$ cat src/logic/spi_wr_pkg.sv
package spi_wr_pkg;

    //////////////////////////////////////////////////////////////////////
    // widths
    //////////////////////////////////////////////////////////////////////

    localparam int BYTE_W    = 8;                // bits per spi byte
    localparam int BIT_CNT_W = $clog2(BYTE_W);   // bit slot counter width

    typedef logic [BYTE_W-1:0] byte_t;
    typedef logic [9:0]        div_t;            // sck divider in clk cycles
    typedef logic [15:0]       cnt_t;            // lead / trail / guard delays
    typedef logic [7:0]        bcnt_t;           // bytes per frame

    // smallest divider, i.e. sck at half of CLK_I
    localparam div_t MIN_DIV = 10'd2;

    //////////////////////////////////////////////////////////////////////
    // commands and controller states
    //////////////////////////////////////////////////////////////////////

    typedef enum logic {
        CMD_SINGLE = 1'b0,                       // one frame per cs low
        CMD_STREAM = 1'b1                        // frames chained under one cs low
    } cmd_e;

    typedef enum logic [2:0] {
        ST_IDLE  = 3'd0,
        ST_LEAD  = 3'd1,                         // cs low, sck not yet running
        ST_SHIFT = 3'd2,
        ST_TRAIL = 3'd3,                         // sck stopped, cs still low
        ST_GUARD = 3'd4                          // cs high, still busy
    } frame_state_e;

endpackage

$ cat src/logic/spi_shift_if.sv
interface spi_shift_if
    import spi_wr_pkg::*;
#(
    parameter int MAX_BYTES = 4
) ();

    // controller -> shifter
    logic                          load;         // one-cycle strobe
    logic [MAX_BYTES*BYTE_W-1:0]   load_data;    // payload, low bytes valid
    bcnt_t                         load_cnt;     // 1..MAX_BYTES

    // shifter -> controller
    logic                          last_byte;    // final byte on the line
    logic                          frame_done;   // last bit slot ends

    modport ctrl (
        output load,
        output load_data,
        output load_cnt,
        input  last_byte,
        input  frame_done
    );

    modport shifter (
        input  load,
        input  load_data,
        input  load_cnt,
        output last_byte,
        output frame_done
    );

endinterface

$ cat src/logic/spi_sck_gen.sv
module spi_sck_gen
    import spi_wr_pkg::*;
(
    input  logic CLK_I,
    input  logic RST_I,
    input  div_t div_i,
    input  logic run_i,
    output logic sck_o,
    output logic sck_lead_o,
    output logic sck_trail_o
);

    div_t       div_eff;
    logic [8:0] half_m1;
    logic [8:0] cnt_q;
    logic       sck_q;
    logic       en;
    logic       tick;

    //////////////////////////////////////////////////////////////////////
    // divider clamp
    //////////////////////////////////////////////////////////////////////

    assign div_eff = (div_i < MIN_DIV) ? MIN_DIV : {div_i[9:1], 1'b0};   // even, >= 2
    assign half_m1 = div_eff[9:1] - 1'b1;

    // keeps going while sck is high so the last period is whole
    assign en   = run_i | sck_q;
    assign tick = en && (cnt_q >= half_m1);  // >= covers a divider change mid-count

    // strobes come in the cycle before the level moves
    assign sck_lead_o  = tick && !sck_q;
    assign sck_trail_o = tick && sck_q;
    assign sck_o       = sck_q;

    //////////////////////////////////////////////////////////////////////
    // half period counter
    //////////////////////////////////////////////////////////////////////

    always_ff @(posedge CLK_I) begin
        if (RST_I) begin
            cnt_q <= '0;
            sck_q <= 1'b0;
        end else if (!en) begin
            cnt_q <= '0;                     // parked at idle level
        end else if (tick) begin
            cnt_q <= '0;
            sck_q <= ~sck_q;
        end else begin
            cnt_q <= cnt_q + 1'b1;
        end
    end

    a_cnt_range : assert property (@(posedge CLK_I) disable iff (RST_I)
        $stable(div_i) |-> (cnt_q <= half_m1))
        else $error("sck half period counter ran past the divider");

endmodule

$ cat src/logic/spi_byte_shifter.sv
module spi_byte_shifter
    import spi_wr_pkg::*;
#(
    parameter int MAX_BYTES = 4
) (
    input  logic         CLK_I,
    input  logic         RST_I,
    input  logic         pha_i,
    input  logic         sck_lead_i,
    input  logic         sck_trail_i,
    spi_shift_if.shifter shift_if,
    output logic         do_o
);

    logic [MAX_BYTES*BYTE_W-1:0] frame_q;
    bcnt_t                       byte_idx_q;   // byte on the line, counts down to 0
    bcnt_t                       nxt_idx;
    bcnt_t                       load_idx;
    logic [BIT_CNT_W-1:0]        bit_cnt_q;    // trailing edges seen in this byte
    byte_t                       shreg_q;
    byte_t                       cur_byte;
    byte_t                       next_byte;
    byte_t                       shifted;
    logic                        active_q;
    logic                        byte_end;

    assign load_idx  = shift_if.load_cnt - 1'b1;             // highest valid byte
    assign nxt_idx   = (byte_idx_q == '0) ? '0 : byte_idx_q - 1'b1;
    assign cur_byte  = frame_q[BYTE_W*byte_idx_q +: BYTE_W];
    assign next_byte = frame_q[BYTE_W*nxt_idx +: BYTE_W];
    assign shifted   = {shreg_q[BYTE_W-2:0], 1'b0};
    assign byte_end  = sck_trail_i && (bit_cnt_q == '1);

    assign shift_if.last_byte  = active_q && (byte_idx_q == '0);
    assign shift_if.frame_done = active_q && byte_end && (byte_idx_q == '0);
    assign do_o                = shreg_q[BYTE_W-1];          // msb first

    //////////////////////////////////////////////////////////////////////
    // byte and bit counters
    //////////////////////////////////////////////////////////////////////

    always_ff @(posedge CLK_I) begin
        if (RST_I) begin
            active_q   <= 1'b0;
            byte_idx_q <= '0;
            bit_cnt_q  <= '0;
        end else if (shift_if.load) begin
            active_q   <= 1'b1;
            byte_idx_q <= load_idx;
            bit_cnt_q  <= '0;
        end else if (active_q && sck_trail_i) begin
            bit_cnt_q <= bit_cnt_q + 1'b1;                    // wraps per byte
            if (shift_if.frame_done) begin
                active_q <= 1'b0;
            end else if (byte_end) begin
                byte_idx_q <= nxt_idx;
            end
        end
    end

    //////////////////////////////////////////////////////////////////////
    // data path
    //////////////////////////////////////////////////////////////////////

    always_ff @(posedge CLK_I) begin
        if (shift_if.load) begin
            frame_q <= shift_if.load_data;
            if (!pha_i) begin                  // pha 1 picks the byte up on the first lead
                shreg_q <= shift_if.load_data[BYTE_W*load_idx +: BYTE_W];
            end
        end else if (active_q) begin
            if (sck_trail_i && !pha_i) begin
                shreg_q <= byte_end ? next_byte : shifted;
            end else if (sck_lead_i && pha_i) begin
                shreg_q <= (bit_cnt_q == '0) ? cur_byte : shifted;
            end
        end
    end

    a_load_gap : assert property (@(posedge CLK_I) disable iff (RST_I)
        shift_if.load |-> (!active_q || shift_if.frame_done))
        else $error("frame load while a frame is still shifting");

endmodule

$ cat src/logic/spi_frame_ctrl.sv
module spi_frame_ctrl
    import spi_wr_pkg::*;
#(
    parameter int   MAX_BYTES    = 4,
    parameter cnt_t LEAD_CYCLES  = 16'd4,
    parameter cnt_t TRAIL_CYCLES = 16'd4,
    parameter cnt_t GUARD_CYCLES = 16'd4
) (
    input  logic                        CLK_I,
    input  logic                        RST_I,
    input  cmd_e                        cmd_i,
    input  logic [MAX_BYTES*BYTE_W-1:0] payload_i,
    input  bcnt_t                       byte_cnt_i,
    input  logic                        start_i,
    input  logic                        sck_trail_i,
    spi_shift_if.ctrl                   shift_if,
    output logic                        run_o,
    output logic                        cs_o,
    output logic                        busy_o,
    output logic                        almost_o
);

    frame_state_e                state_q;
    cmd_e                        cmd_q;
    cnt_t                        dly_q;
    logic                        dly_end;
    logic                        start_d;
    logic                        start_edge;
    logic                        busy_q;
    bcnt_t                       in_cnt;
    logic                        q_valid_q;
    logic [MAX_BYTES*BYTE_W-1:0] q_payload_q;
    bcnt_t                       q_cnt_q;
    logic                        q_push;
    logic                        q_take;
    logic                        ending;
    logic                        almost_hit;
    logic                        almost_done_q;

    assign start_edge = start_i && !start_d;
    assign in_cnt     = (byte_cnt_i == '0)       ? bcnt_t'(1) :
                        (byte_cnt_i > MAX_BYTES) ? bcnt_t'(MAX_BYTES) : byte_cnt_i;
    assign dly_end    = (dly_q <= cnt_t'(1));
    assign busy_o     = start_i | busy_q;

    //////////////////////////////////////////////////////////////////////
    // stream queue, one frame deep
    //////////////////////////////////////////////////////////////////////

    assign ending = shift_if.frame_done && !q_valid_q;               // last frame ends
    assign q_take = shift_if.frame_done && q_valid_q;
    assign q_push = start_edge && (cmd_q == CMD_STREAM) &&
                    ((state_q == ST_LEAD) || ((state_q == ST_SHIFT) && !ending));

    // idle loads straight from the inputs, later frames from the queue
    assign shift_if.load      = ((state_q == ST_IDLE) && start_edge) || q_take;
    assign shift_if.load_data = (state_q == ST_IDLE) ? payload_i : q_payload_q;
    assign shift_if.load_cnt  = (state_q == ST_IDLE) ? in_cnt : q_cnt_q;

    always_ff @(posedge CLK_I) begin
        if (RST_I) begin
            start_d   <= 1'b1;                  // start held over reset is no edge
            q_valid_q <= 1'b0;
        end else begin
            start_d <= start_i;
            if (q_push) begin
                q_valid_q <= 1'b1;              // later edge overwrites
            end else if (q_take) begin
                q_valid_q <= 1'b0;
            end
        end
    end

    always_ff @(posedge CLK_I) begin
        if (q_push) begin
            q_payload_q <= payload_i;
            q_cnt_q     <= in_cnt;
        end
    end

    //////////////////////////////////////////////////////////////////////
    // frame FSM
    //////////////////////////////////////////////////////////////////////

    always_ff @(posedge CLK_I) begin
        if (RST_I) begin
            state_q <= ST_IDLE;
            cmd_q   <= CMD_SINGLE;
            dly_q   <= '0;
            run_o   <= 1'b0;
            cs_o    <= 1'b1;
            busy_q  <= 1'b0;
        end else begin
            case (state_q)
                ST_IDLE: begin
                    if (start_edge) begin
                        cmd_q   <= cmd_i;
                        cs_o    <= 1'b0;
                        busy_q  <= 1'b1;
                        dly_q   <= LEAD_CYCLES;
                        state_q <= ST_LEAD;
                    end
                end
                ST_LEAD: begin
                    if (dly_end) begin
                        run_o   <= 1'b1;
                        state_q <= ST_SHIFT;
                    end else begin
                        dly_q <= dly_q - 1'b1;
                    end
                end
                ST_SHIFT: begin
                    if (ending) begin
                        run_o   <= 1'b0;        // sck already back at idle level
                        dly_q   <= TRAIL_CYCLES;
                        state_q <= ST_TRAIL;
                    end
                end
                ST_TRAIL: begin
                    if (dly_end) begin
                        cs_o    <= 1'b1;
                        dly_q   <= GUARD_CYCLES;
                        state_q <= ST_GUARD;
                    end else begin
                        dly_q <= dly_q - 1'b1;
                    end
                end
                ST_GUARD: begin
                    if (dly_end) begin
                        busy_q  <= 1'b0;
                        state_q <= ST_IDLE;
                    end else begin
                        dly_q <= dly_q - 1'b1;
                    end
                end
                default: begin
                    state_q <= ST_IDLE;
                end
            endcase
        end
    end

    //////////////////////////////////////////////////////////////////////
    // almost pulse
    //////////////////////////////////////////////////////////////////////

    // first trailing edge inside the last byte of a stream frame
    assign almost_hit = (cmd_q == CMD_STREAM) && (state_q == ST_SHIFT) &&
                        shift_if.last_byte && sck_trail_i && !almost_done_q;

    always_ff @(posedge CLK_I) begin
        if (RST_I) begin
            almost_o      <= 1'b0;
            almost_done_q <= 1'b0;
        end else begin
            almost_o <= almost_hit;
            if (shift_if.load) begin
                almost_done_q <= 1'b0;          // rearm per frame
            end else if (almost_hit) begin
                almost_done_q <= 1'b1;
            end
        end
    end

    a_cs_after_run : assert property (@(posedge CLK_I) disable iff (RST_I)
        $rose(cs_o) |-> (!run_o && !$past(run_o)))
        else $error("cs released while sck still running");

endmodule

$ cat src/logic/spi_wr_top.sv
module spi_wr_top
    import spi_wr_pkg::*;
#(
    parameter int   MAX_BYTES    = 4,
    parameter cnt_t LEAD_CYCLES  = 16'd4,
    parameter cnt_t TRAIL_CYCLES = 16'd4,
    parameter cnt_t GUARD_CYCLES = 16'd4
) (
    input  logic                        CLK_I,
    input  logic                        RST_I,
    input  cmd_e                        cmd_i,
    input  logic [MAX_BYTES*BYTE_W-1:0] payload_i,
    input  bcnt_t                       byte_cnt_i,
    input  logic                        start_i,
    input  div_t                        div_i,
    input  logic                        pol_i,
    input  logic                        pha_i,
    output logic                        busy_o,
    output logic                        almost_o,
    output logic                        spi_cs_o,
    output logic                        spi_sck_o,
    output logic                        spi_do_o
);

    logic run;
    logic sck_lvl;                                  // sck before polarity
    logic sck_lead;
    logic sck_trail;

    spi_shift_if #(.MAX_BYTES(MAX_BYTES)) shift_bus ();

    spi_sck_gen u_sck_gen (
        .CLK_I       (CLK_I),
        .RST_I       (RST_I),
        .div_i       (div_i),
        .run_i       (run),
        .sck_o       (sck_lvl),
        .sck_lead_o  (sck_lead),
        .sck_trail_o (sck_trail)
    );

    spi_byte_shifter #(.MAX_BYTES(MAX_BYTES)) u_shifter (
        .CLK_I       (CLK_I),
        .RST_I       (RST_I),
        .pha_i       (pha_i),
        .sck_lead_i  (sck_lead),
        .sck_trail_i (sck_trail),
        .shift_if    (shift_bus.shifter),
        .do_o        (spi_do_o)
    );

    spi_frame_ctrl #(
        .MAX_BYTES    (MAX_BYTES),
        .LEAD_CYCLES  (LEAD_CYCLES),
        .TRAIL_CYCLES (TRAIL_CYCLES),
        .GUARD_CYCLES (GUARD_CYCLES)
    ) u_ctrl (
        .CLK_I       (CLK_I),
        .RST_I       (RST_I),
        .cmd_i       (cmd_i),
        .payload_i   (payload_i),
        .byte_cnt_i  (byte_cnt_i),
        .start_i     (start_i),
        .sck_trail_i (sck_trail),
        .shift_if    (shift_bus.ctrl),
        .run_o       (run),
        .cs_o        (spi_cs_o),
        .busy_o      (busy_o),
        .almost_o    (almost_o)
    );

    assign spi_sck_o = sck_lvl ^ pol_i;             // idles at pol_i

endmodule

$ cat config.mk
export PLATFORM = sky130hd
export DESIGN_NAME = spi_wr_top
export DESIGN_NICKNAME = d
export VERILOG_FILES = /design/src/logic/spi_wr_pkg.sv /design/src/logic/spi_shift_if.sv /design/src/logic/spi_sck_gen.sv /design/src/logic/spi_byte_shifter.sv /design/src/logic/spi_frame_ctrl.sv /design/src/logic/spi_wr_top.sv
export SDC_FILE = /design/constraint.sdc
export NUM_CORES = 1
export LEC_CHECK = 0
export BUFFER_PORTS_ARGS = -buffer_cell sky130_fd_sc_hd__clkbuf_2
export CAP_MARGIN = 15
export CELL_PAD_IN_SITES_DETAIL_PLACEMENT = 1
export CELL_PAD_IN_SITES_GLOBAL_PLACEMENT = 2
export CORE_MARGIN = 2
export CORE_UTILIZATION = 45
export CTS_BUF_LIST = sky130_fd_sc_hd__clkbuf_4
export DETAILED_ROUTE_END_ITERATION = 10
export GPL_TIMING_DRIVEN = 0
export PLACE_DENSITY_LB_ADDON = 0.1
export SLEW_MARGIN = 20
export SYNTH_ARGS = -nofsm -noshare
export SYNTH_HDL_FRONTEND = slang
export SYNTH_HIERARCHICAL = 1
export SYNTH_SLANG_ARGS = --single-unit
$ cat constraint.sdc
create_clock -name CLK_I -period 32 [get_ports CLK_I]
set_clock_uncertainty 0.1 [all_clocks]
set_input_delay 3.2 -clock CLK_I [delete_from_list [all_inputs] [get_ports CLK_I]]
set_output_delay 3.2 -clock CLK_I [all_outputs]
set_load 0.05 [all_outputs]
==> flow_metrics.env, run 1 <==
export IMPL_cp_cell_sequence="clkbuf_2 > nor4_1 > a31oi_1 > ha_1 > nand2_1 > or3_1 > nor3_1 > xnor2_1 > ha_1 > nand2_1 > nor3_1 > o21a_1 > nand3_1 > nor2_1 > nand2_1 > nand2_2 > clkbuf_1 > nor3b_1 > a31oi_1 > or2b_2 > o311ai_1"
export IMPL_grt_antenna_before_repair=0
export IMPL_ctsRootBufferMaster="clkbuf_4"
export IMPL_fin_util_pct=51.9
export IMPL_hold_ws_ps=401
export IMPL_clk_latency_ps=550
export IMPL_final_nets=825
export IMPL_place_area_um2=8030
export IMPL_grt_pass1_wl_mm=31.4
export IMPL_synth_avg_cell_area_um2=11.2
export IMPL_design_core_area_um2=16000
export IMPL_path_delay_family="simple AND/OR/NAND/NOR gates"
export IMPL_path_max_fanout=34
export IMPL_grt_max_degree=35
export IMPL_setup_tns_ps=0
export IMPL_first_pass_iters=4
export IMPL_synth_edff_count=80
export IMPL_fp_dieArea_um2=17500
export IMPL_netlist_area_um2=7400
export IMPL_antenna_left=0
export IMPL_drv_cap=0
export IMPL_ir_drop_mv=0.0382
export IMPL_rsz0062_at_grt="false"
export IMPL_crit_start="div_i[3]"
export IMPL_path_depth=21
export IMPL_path_common_cell="nand2_1"
export IMPL_synthMuxAreaShare_pct=12.2
export IMPL_vias_per_cell=5.77
export IMPL_reg2reg_depth=15
export IMPL_synthesis_instances=661
export IMPL_grt_pass1_vias=6240
export IMPL_htree_num_levels=4
export IMPL_start_util_pct=46.3
export IMPL_chipWidth_um=132
export IMPL_syn2layout_area_growth_pct=12.3
export IMPL_cellLeakagePower_nw=2.93
export IMPL_rr_startpoint="u_shifter/byte_idx_q[0]$_SDFFE_PP0P_"
export IMPL_relSlewSlack_pct=33.9
export IMPL_num_fill_cells=1785
export IMPL_crit_path_end="u_shifter/shreg_q[2]$_DFFE_PP_"
export IMPL_max_stage_delay_ps=600
export IMPL_seq_area_frac_synth_pct=45.7
export IMPL_synth_fa_ha_area_share_pct=3.21
export IMPL_finalMaxSlewViolations=0
export IMPL_clock_path_buffers=2
export IMPL_final_cell_area_um2=8310
export IMPL_port_buffers=59
export IMPL_grt_remaining_overflow=0
export IMPL_drc_errors=0
export IMPL_worst_setup_path_start_kind="input pin"
export IMPL_fin_crit_sh_pct=26.6
export IMPL_crit_type="input pin to flop"
export IMPL_synth_xor_area_share_pct=2.96
export IMPL_hold_buffers=0
export IMPL_end_kind="flop"
export IMPL_ys_warn_count=6
export IMPL_power_density_nw_per_um2=50.3
export IMPL_cts_made_buffers=17
export IMPL_status="finished clean"
export IMPL_drtIter0Drc=258
export IMPL_post_cts_buffers=0
export IMPL_finalHoldViolCount=0
export IMPL_place_congestion=0.849
export IMPL_synth_compound_area_share_pct=14.8
export IMPL_num_rows=46
export IMPL_groute_usage_overall_pct=22.6
export IMPL_hold_class="flop to flop"
export IMPL_wirelength_mm=18.6
export IMPL_regToRegEndpoint="u_shifter/shreg_q[2]$_DFFE_PP_"
export IMPL_final_common_cell="edfxtp_1"
export IMPL_cpMaxStageDelayCell="nand2_2"
export IMPL_dieHeight_um=132
export IMPL_cts_tree="done"
export IMPL_max_freq_ghz=0.117
export IMPL_final_cell_mix="edfxtp_1 (80), clkbuf_2 (60), dfxtp_1 (49)"
export IMPL_cts_sinks=129
export IMPL_worst_slew_pin_slew_ps=983
export IMPL_min_period_ps=8520
export IMPL_ctsResizeCount=0
export IMPL_synth_seq_cells=129
export IMPL_hpwl_mm=13.9
export IMPL_ys_dominant_reg_cell="edfxtp_1"
export IMPL_drive_gt1_share_pct=27.8
export IMPL_worstPathArrival_ps=8770
export IMPL_crit_buf_inv=2
export IMPL_synth_top_family_by_area="simple AND/OR/NAND/NOR gates"
export IMPL_io_pins=61
export IMPL_clk_pin_slew_ps=120
export IMPL_vias=5653
export IMPL_async_flop_share_pct=0
export IMPL_r2r_setup_slack_ps=26960
export IMPL_synth_distinct_cells=86
export IMPL_worstPathRequired_ps=32240
export IMPL_setup_viol=0
export IMPL_antenna_cells=0
export IMPL_synthSimpleGateAreaFrac_pct=16.2
export IMPL_detail_route_wl_per_cell_um=19.0
final cells by class:
class,count,area (um2),area share (%)
plain buffers,33,238,2.86
clock buffers,17,128,1.54
clock inverters,15,159,1.91
inverters,34,128,1.54
multi-input cells,469,3680,44.2
flip-flops and latches,129,3380,40.7
well taps,216,270,3.25
repair buffers,66,330,3.97
flip-flops by register name (all words and copies together) (netlist names):
signal                cells
u_shifter/byte_idx_q      8
u_ctrl/busy_q             1
u_sck_gen/cnt_q           9
u_ctrl/cs_o               1
u_ctrl/q_payload_q       32
u_ctrl/run_o              1
u_ctrl/almost_done_q      1
u_shifter/shreg_q         8
u_shifter/frame_q        32
u_ctrl/q_valid_q          1
u_ctrl/start_d            1
u_shifter/bit_cnt_q       3
u_sck_gen/sck_o           1
u_ctrl/dly_q             16
u_shifter/active_q        1
u_ctrl/q_cnt_q            8
u_ctrl/almost_o           1
u_ctrl/state_q            3
u_ctrl/cmd_q              1
layer usage:
layer  wire (um)  global-route usage [%]  vias to the layer above
li1            -                       -                     2729
met1        8060                    27.1                     2803
met2        9670                    40.6                       95
met3         612                    5.04                       26
met4         286                    6.99                        0
met5           0                       0                        -
through the flow:
stage,setup WS [ps],cells,power (W)
global placement,15300,940,0.000303
finish,23480,979,0.000418
CTS,23430,979,0.000423
floorplan,18950,665,0.000275
detailed placement,22830,947,0.000307
global route,22930,979,0.000441
synth_stat cells (5+ instances only):
cell / n / share of area (%)
clkbuf_8: 5 / 0.93
o22ai_1: 8 / 0.68
xor2_1: 10 / 1.2
nor4_1: 7 / 0.59
inv_1: 33 / 1.7
o21ai_0: 13 / 0.88
clkbuf_1: 11 / 0.56
mux2i_1: 13 / 1.8
dfxtp_1: 49 / 13
a21oi_1: 39 / 2.6
mux4_2: 15 / 4.6
a211oi_1: 8 / 0.81
nand2_1: 20 / 1.0
nor2b_1: 13 / 1.1
o21a_1: 6 / 0.61
edfxtp_1: 80 / 32
nand2b_1: 13 / 1.1
mux2_2: 35 / 5.3
buf_2: 9 / 0.61
ha_1: 19 / 3.2
xnor2_1: 15 / 1.8
nor2_1: 47 / 2.4
o2111ai_1: 10 / 1.2
nor3_1: 30 / 2.0
o211ai_1: 20 / 2.0
nand3_1: 22 / 1.5
where the power goes:
group | internal (W) | leakage, nW | switching (W)
logic | 0.0000460 | 1.66 | 0.0000666
clock network | 0.0000470 | 0.149 | 0.0000670
registers | 0.000185 | 1.12 | 0.00000672
kinds of logic (layout without fill, tap and decap cells):
family                     after synthesis  count (layout)
other                                    1               5
muxes                                   65              65
adders and majority gates               19              19
and+or+nand+nor                        206             206
AOI/OAI and AO/OA                      149             149
xor gates and xnor gates                25              25
DFF                                    129             129
buffers and inverters                   67             165
worst reg2reg max path, stage by stage, from the launching register on:
cell and delay, ps:
dfxtp_1 320, buf_2 180, clkbuf_8 200, clkbuf_8 190, inv_2 220, ha_1 260
nor3b_1 520, nand2_2 290, nor2_1 330, nand2_1 110, nand2_2 600, clkbuf_1 430
nor3b_1 260, a31oi_1 320, or2b_2 400, o311ai_1 120
how the worst min path moves through the flow:
stage | end | startpoint | slack (ps) | depth (start not counted)
after floorplan | u_sck_gen/cnt_q[0]$_SDFF_PP0_ | u_sck_gen/cnt_q[0]$_SDFF_PP0_ | 340 | 1
after global placement | u_ctrl/cs_o$_SDFFE_PP1P_ | u_ctrl/cs_o$_SDFFE_PP1P_ | 350 | 2
after detailed placement | u_sck_gen/cnt_q[0]$_SDFF_PP0_ | u_sck_gen/cnt_q[0]$_SDFF_PP0_ | 380 | 1
after CTS | u_sck_gen/cnt_q[0]$_SDFF_PP0_ | u_sck_gen/cnt_q[0]$_SDFF_PP0_ | 410 | 1
after global routing | u_sck_gen/cnt_q[0]$_SDFF_PP0_ | u_sck_gen/cnt_q[0]$_SDFF_PP0_ | 440 | 1
final | u_sck_gen/cnt_q[0]$_SDFF_PP0_ | u_sck_gen/cnt_q[0]$_SDFF_PP0_ | 400 | 1
No activity file was read; power rests on OpenSTA's default activity.
==> inputs of run 2 (changes only) <==
CORE_UTILIZATION = 38   (was 45)
clock period = 7.05 ns   (was 32 ns; I/O delays follow)
==> run 2 against run 1 <==
First-iteration DRC count fell by 21%. Final area is 0.50% higher. Global-route usage is 3.3 points lower. Sequential power rose to 4.5 times the previous value. Sequential share of layout area decreased by 0.20 points. Critical path depth unchanged. Count of clock-buffer cells in the layout up 1. Worst setup slack got worse by 23000 ps. Flip-flop and latch count unchanged. Highest routed layer unchanged.
==> flow_metrics.env, run 2 (synthesis results as in run 1) <==
export IMPL_grt_pass1_vias=5925
export IMPL_drv_cap=0
export IMPL_antenna_left=0
export IMPL_syn2layout_area_growth_pct=12.9
export IMPL_worst_slew_pin_slew_ps=936
export IMPL_p_int_w=0.00120
export IMPL_grt_max_degree=35
export IMPL_min_to="u_ctrl/q_payload_q[19]$_DFFE_PP_"
export IMPL_ir_drop_mv=0.0952
export IMPL_final_nets=823
export IMPL_detail_route_wl_per_cell_um=18.3
export IMPL_grt_antenna_before_repair=1
export IMPL_cellLeakagePower_nw=2.90
export IMPL_power_w=0.00183
export IMPL_final_common_cell="edfxtp_1"
export IMPL_rr_startpoint="u_shifter/byte_idx_q[0]$_SDFFE_PP0P_"
export IMPL_htree_num_levels=4
export IMPL_finalMaxSlewViolations=0
export IMPL_drc_errors=0
export IMPL_largestRegisters="u_ctrl/q_payload_q: 32 flops, u_shifter/frame_q: 32 flops, u_ctrl/dly_q: 16 flops"
export IMPL_relSlewSlack_pct=37.0
export IMPL_chipWidth_um=144
export IMPL_post_cts_buffers=0
export IMPL_finalHoldViolCount=0
export IMPL_placedCellCount=993
export IMPL_max_freq_ghz=0.164
export IMPL_clock_path_buffers=2
export IMPL_start_util_pct=38.4
export IMPL_fin_util_pct=43.3
export IMPL_wirelength_mm=18.7
export IMPL_num_fill_cells=2190
export IMPL_clk_latency_ps=550
export IMPL_groute_usage_overall_pct=19.3
export IMPL_first_pass_iters=4
export IMPL_combinationalPowerShare_pct=27.6
export IMPL_r2r_setup_slack_ps=1980
export IMPL_switching_share_pct=34.8
export IMPL_power_switching_w=0.000638
export IMPL_grt_remaining_overflow=0
export IMPL_path_max_fanout=34
export IMPL_io_pins=61
export IMPL_min_from="payload_i[19]"
export IMPL_status="finished clean"
export IMPL_min_period_ps=6110
export IMPL_regToRegEndpoint="u_shifter/shreg_q[2]$_DFFE_PP_"
export IMPL_end_kind="flop"
export IMPL_worstPathRequired_ps=7290
export IMPL_pwr_share_seq_pct=47.4
export IMPL_hold_class="input pin to flop"
export IMPL_fin_cells=1027
export IMPL_clk_pin_slew_ps=130
export IMPL_grt_pass1_wl_mm=30.9
export IMPL_cts_sinks=129
export IMPL_setup_viol=0
export IMPL_cts_tree="done"
export IMPL_vias_per_cell=5.36
export IMPL_dieHeight_um=144
export IMPL_vias=5506
export IMPL_rsz0062_at_grt="false"
export IMPL_power_density_nw_per_um2=219
export IMPL_drive_gt1_share_pct=27.6
export IMPL_hold_buffers=0
export IMPL_design_core_area_um2=19300
export IMPL_cts_made_buffers=17
export IMPL_crit_type="input pin to flop"
export IMPL_drtIter0Drc=204
export IMPL_place_congestion=0.853
export IMPL_final_cell_mix="edfxtp_1 (80), clkbuf_2 (60), dfxtp_1 (49)"
export IMPL_fp_dieArea_um2=20600
export IMPL_ctsResizeCount=0
export IMPL_port_buffers=59
export IMPL_fin_crit_sh_pct=86.7
export IMPL_ctsRootBufferMaster="clkbuf_4"
export IMPL_reg2reg_depth=15
export IMPL_min_path_cells=1
export IMPL_worstPathArrival_ps=6350
export IMPL_hpwl_mm=14.1
export IMPL_num_rows=51
export IMPL_worst_setup_path_start_kind="input pin"
export IMPL_p_clk_share_pct=25.0
-- run 2: layer usage --
metal / GRT usage (%) / wire length [um]
met5: 0 / 0
met4: 5.83 / 269
met3: 3.23 / 520
met2: 33.7 / 9380
met1: 24.6 / 8580
-- run 2: how the worst max path moves through the flow --
stage	startpoint	endpoint	slack, ps
after global routing	div_i[7]	u_shifter/shreg_q[2]$_DFFE_PP_	400
after global placement	div_i[3]	u_ctrl/q_payload_q[18]$_DFFE_PP_	-1450
final	div_i[3]	u_shifter/shreg_q[2]$_DFFE_PP_	940
after floorplan	div_i[4]	u_ctrl/q_cnt_q[0]$_DFFE_PP_	490
after CTS	div_i[7]	u_shifter/shreg_q[7]$_DFFE_PP_	550
after detailed placement	div_i[3]	u_shifter/shreg_q[0]$_DFFE_PP_	-50
-- run 2: cell type report --
| class | count | area [um2] | area share (%) |
|---|---|---|---|
| diodes | 1 | 2.50 | 0.0300 |
| plain buffers | 33 | 238 | 2.85 |
| clock buffers | 18 | 135 | 1.62 |
| clock inverters | 14 | 110 | 1.32 |
| inverters | 34 | 128 | 1.53 |
| multi-input cells | 469 | 3690 | 44.2 |
| flip-flops and latches | 129 | 3380 | 40.5 |
| well taps | 265 | 332 | 3.97 |
| repair buffers | 64 | 337 | 4.03 |
-- run 2: worst max-delay path, stage by stage --
cell	delay, ps
clkbuf_2	120
nor4_1	70
a31oi_1	320
ha_1	240
nand2_1	100
or3_1	360
nor3_1	190
xnor2_1	100
ha_1	290
nand2_1	80
nor3_1	450
o21a_1	460
nand3_1	290
nor2_1	290
nand2_1	110
nand2_2	610
clkbuf_1	430
nor3b_1	250
a31oi_1	330
or2b_2	410
o311ai_1	110
-- run 2: power by group through the flow --
stage,Combinational [W],Sequential [W],Clock [W]
2_1_floorplan,0.000371,0.000879,0
3_3_place_gp,0.000500,0.000884,0
3_5_place_dp,0.000510,0.000886,0
4_1_cts,0.000512,0.000869,0.000478
5_1_grt,0.000559,0.000875,0.000509
6_report,0.000506,0.000869,0.000458
-- run 2: per-stage QoR --
stage	setup WS [ps]	area, um2	setup TNS [ps]	hold slack [ps]
2_1_floorplan	486	7420	0	341
3_3_place_gp	-1450	8050	-60100	349
3_5_place_dp	-48.0	8100	-382	366
4_1_cts	553	8340	0	191
5_1_grt	400	8350	0	188
6_report	940	8350	0	234
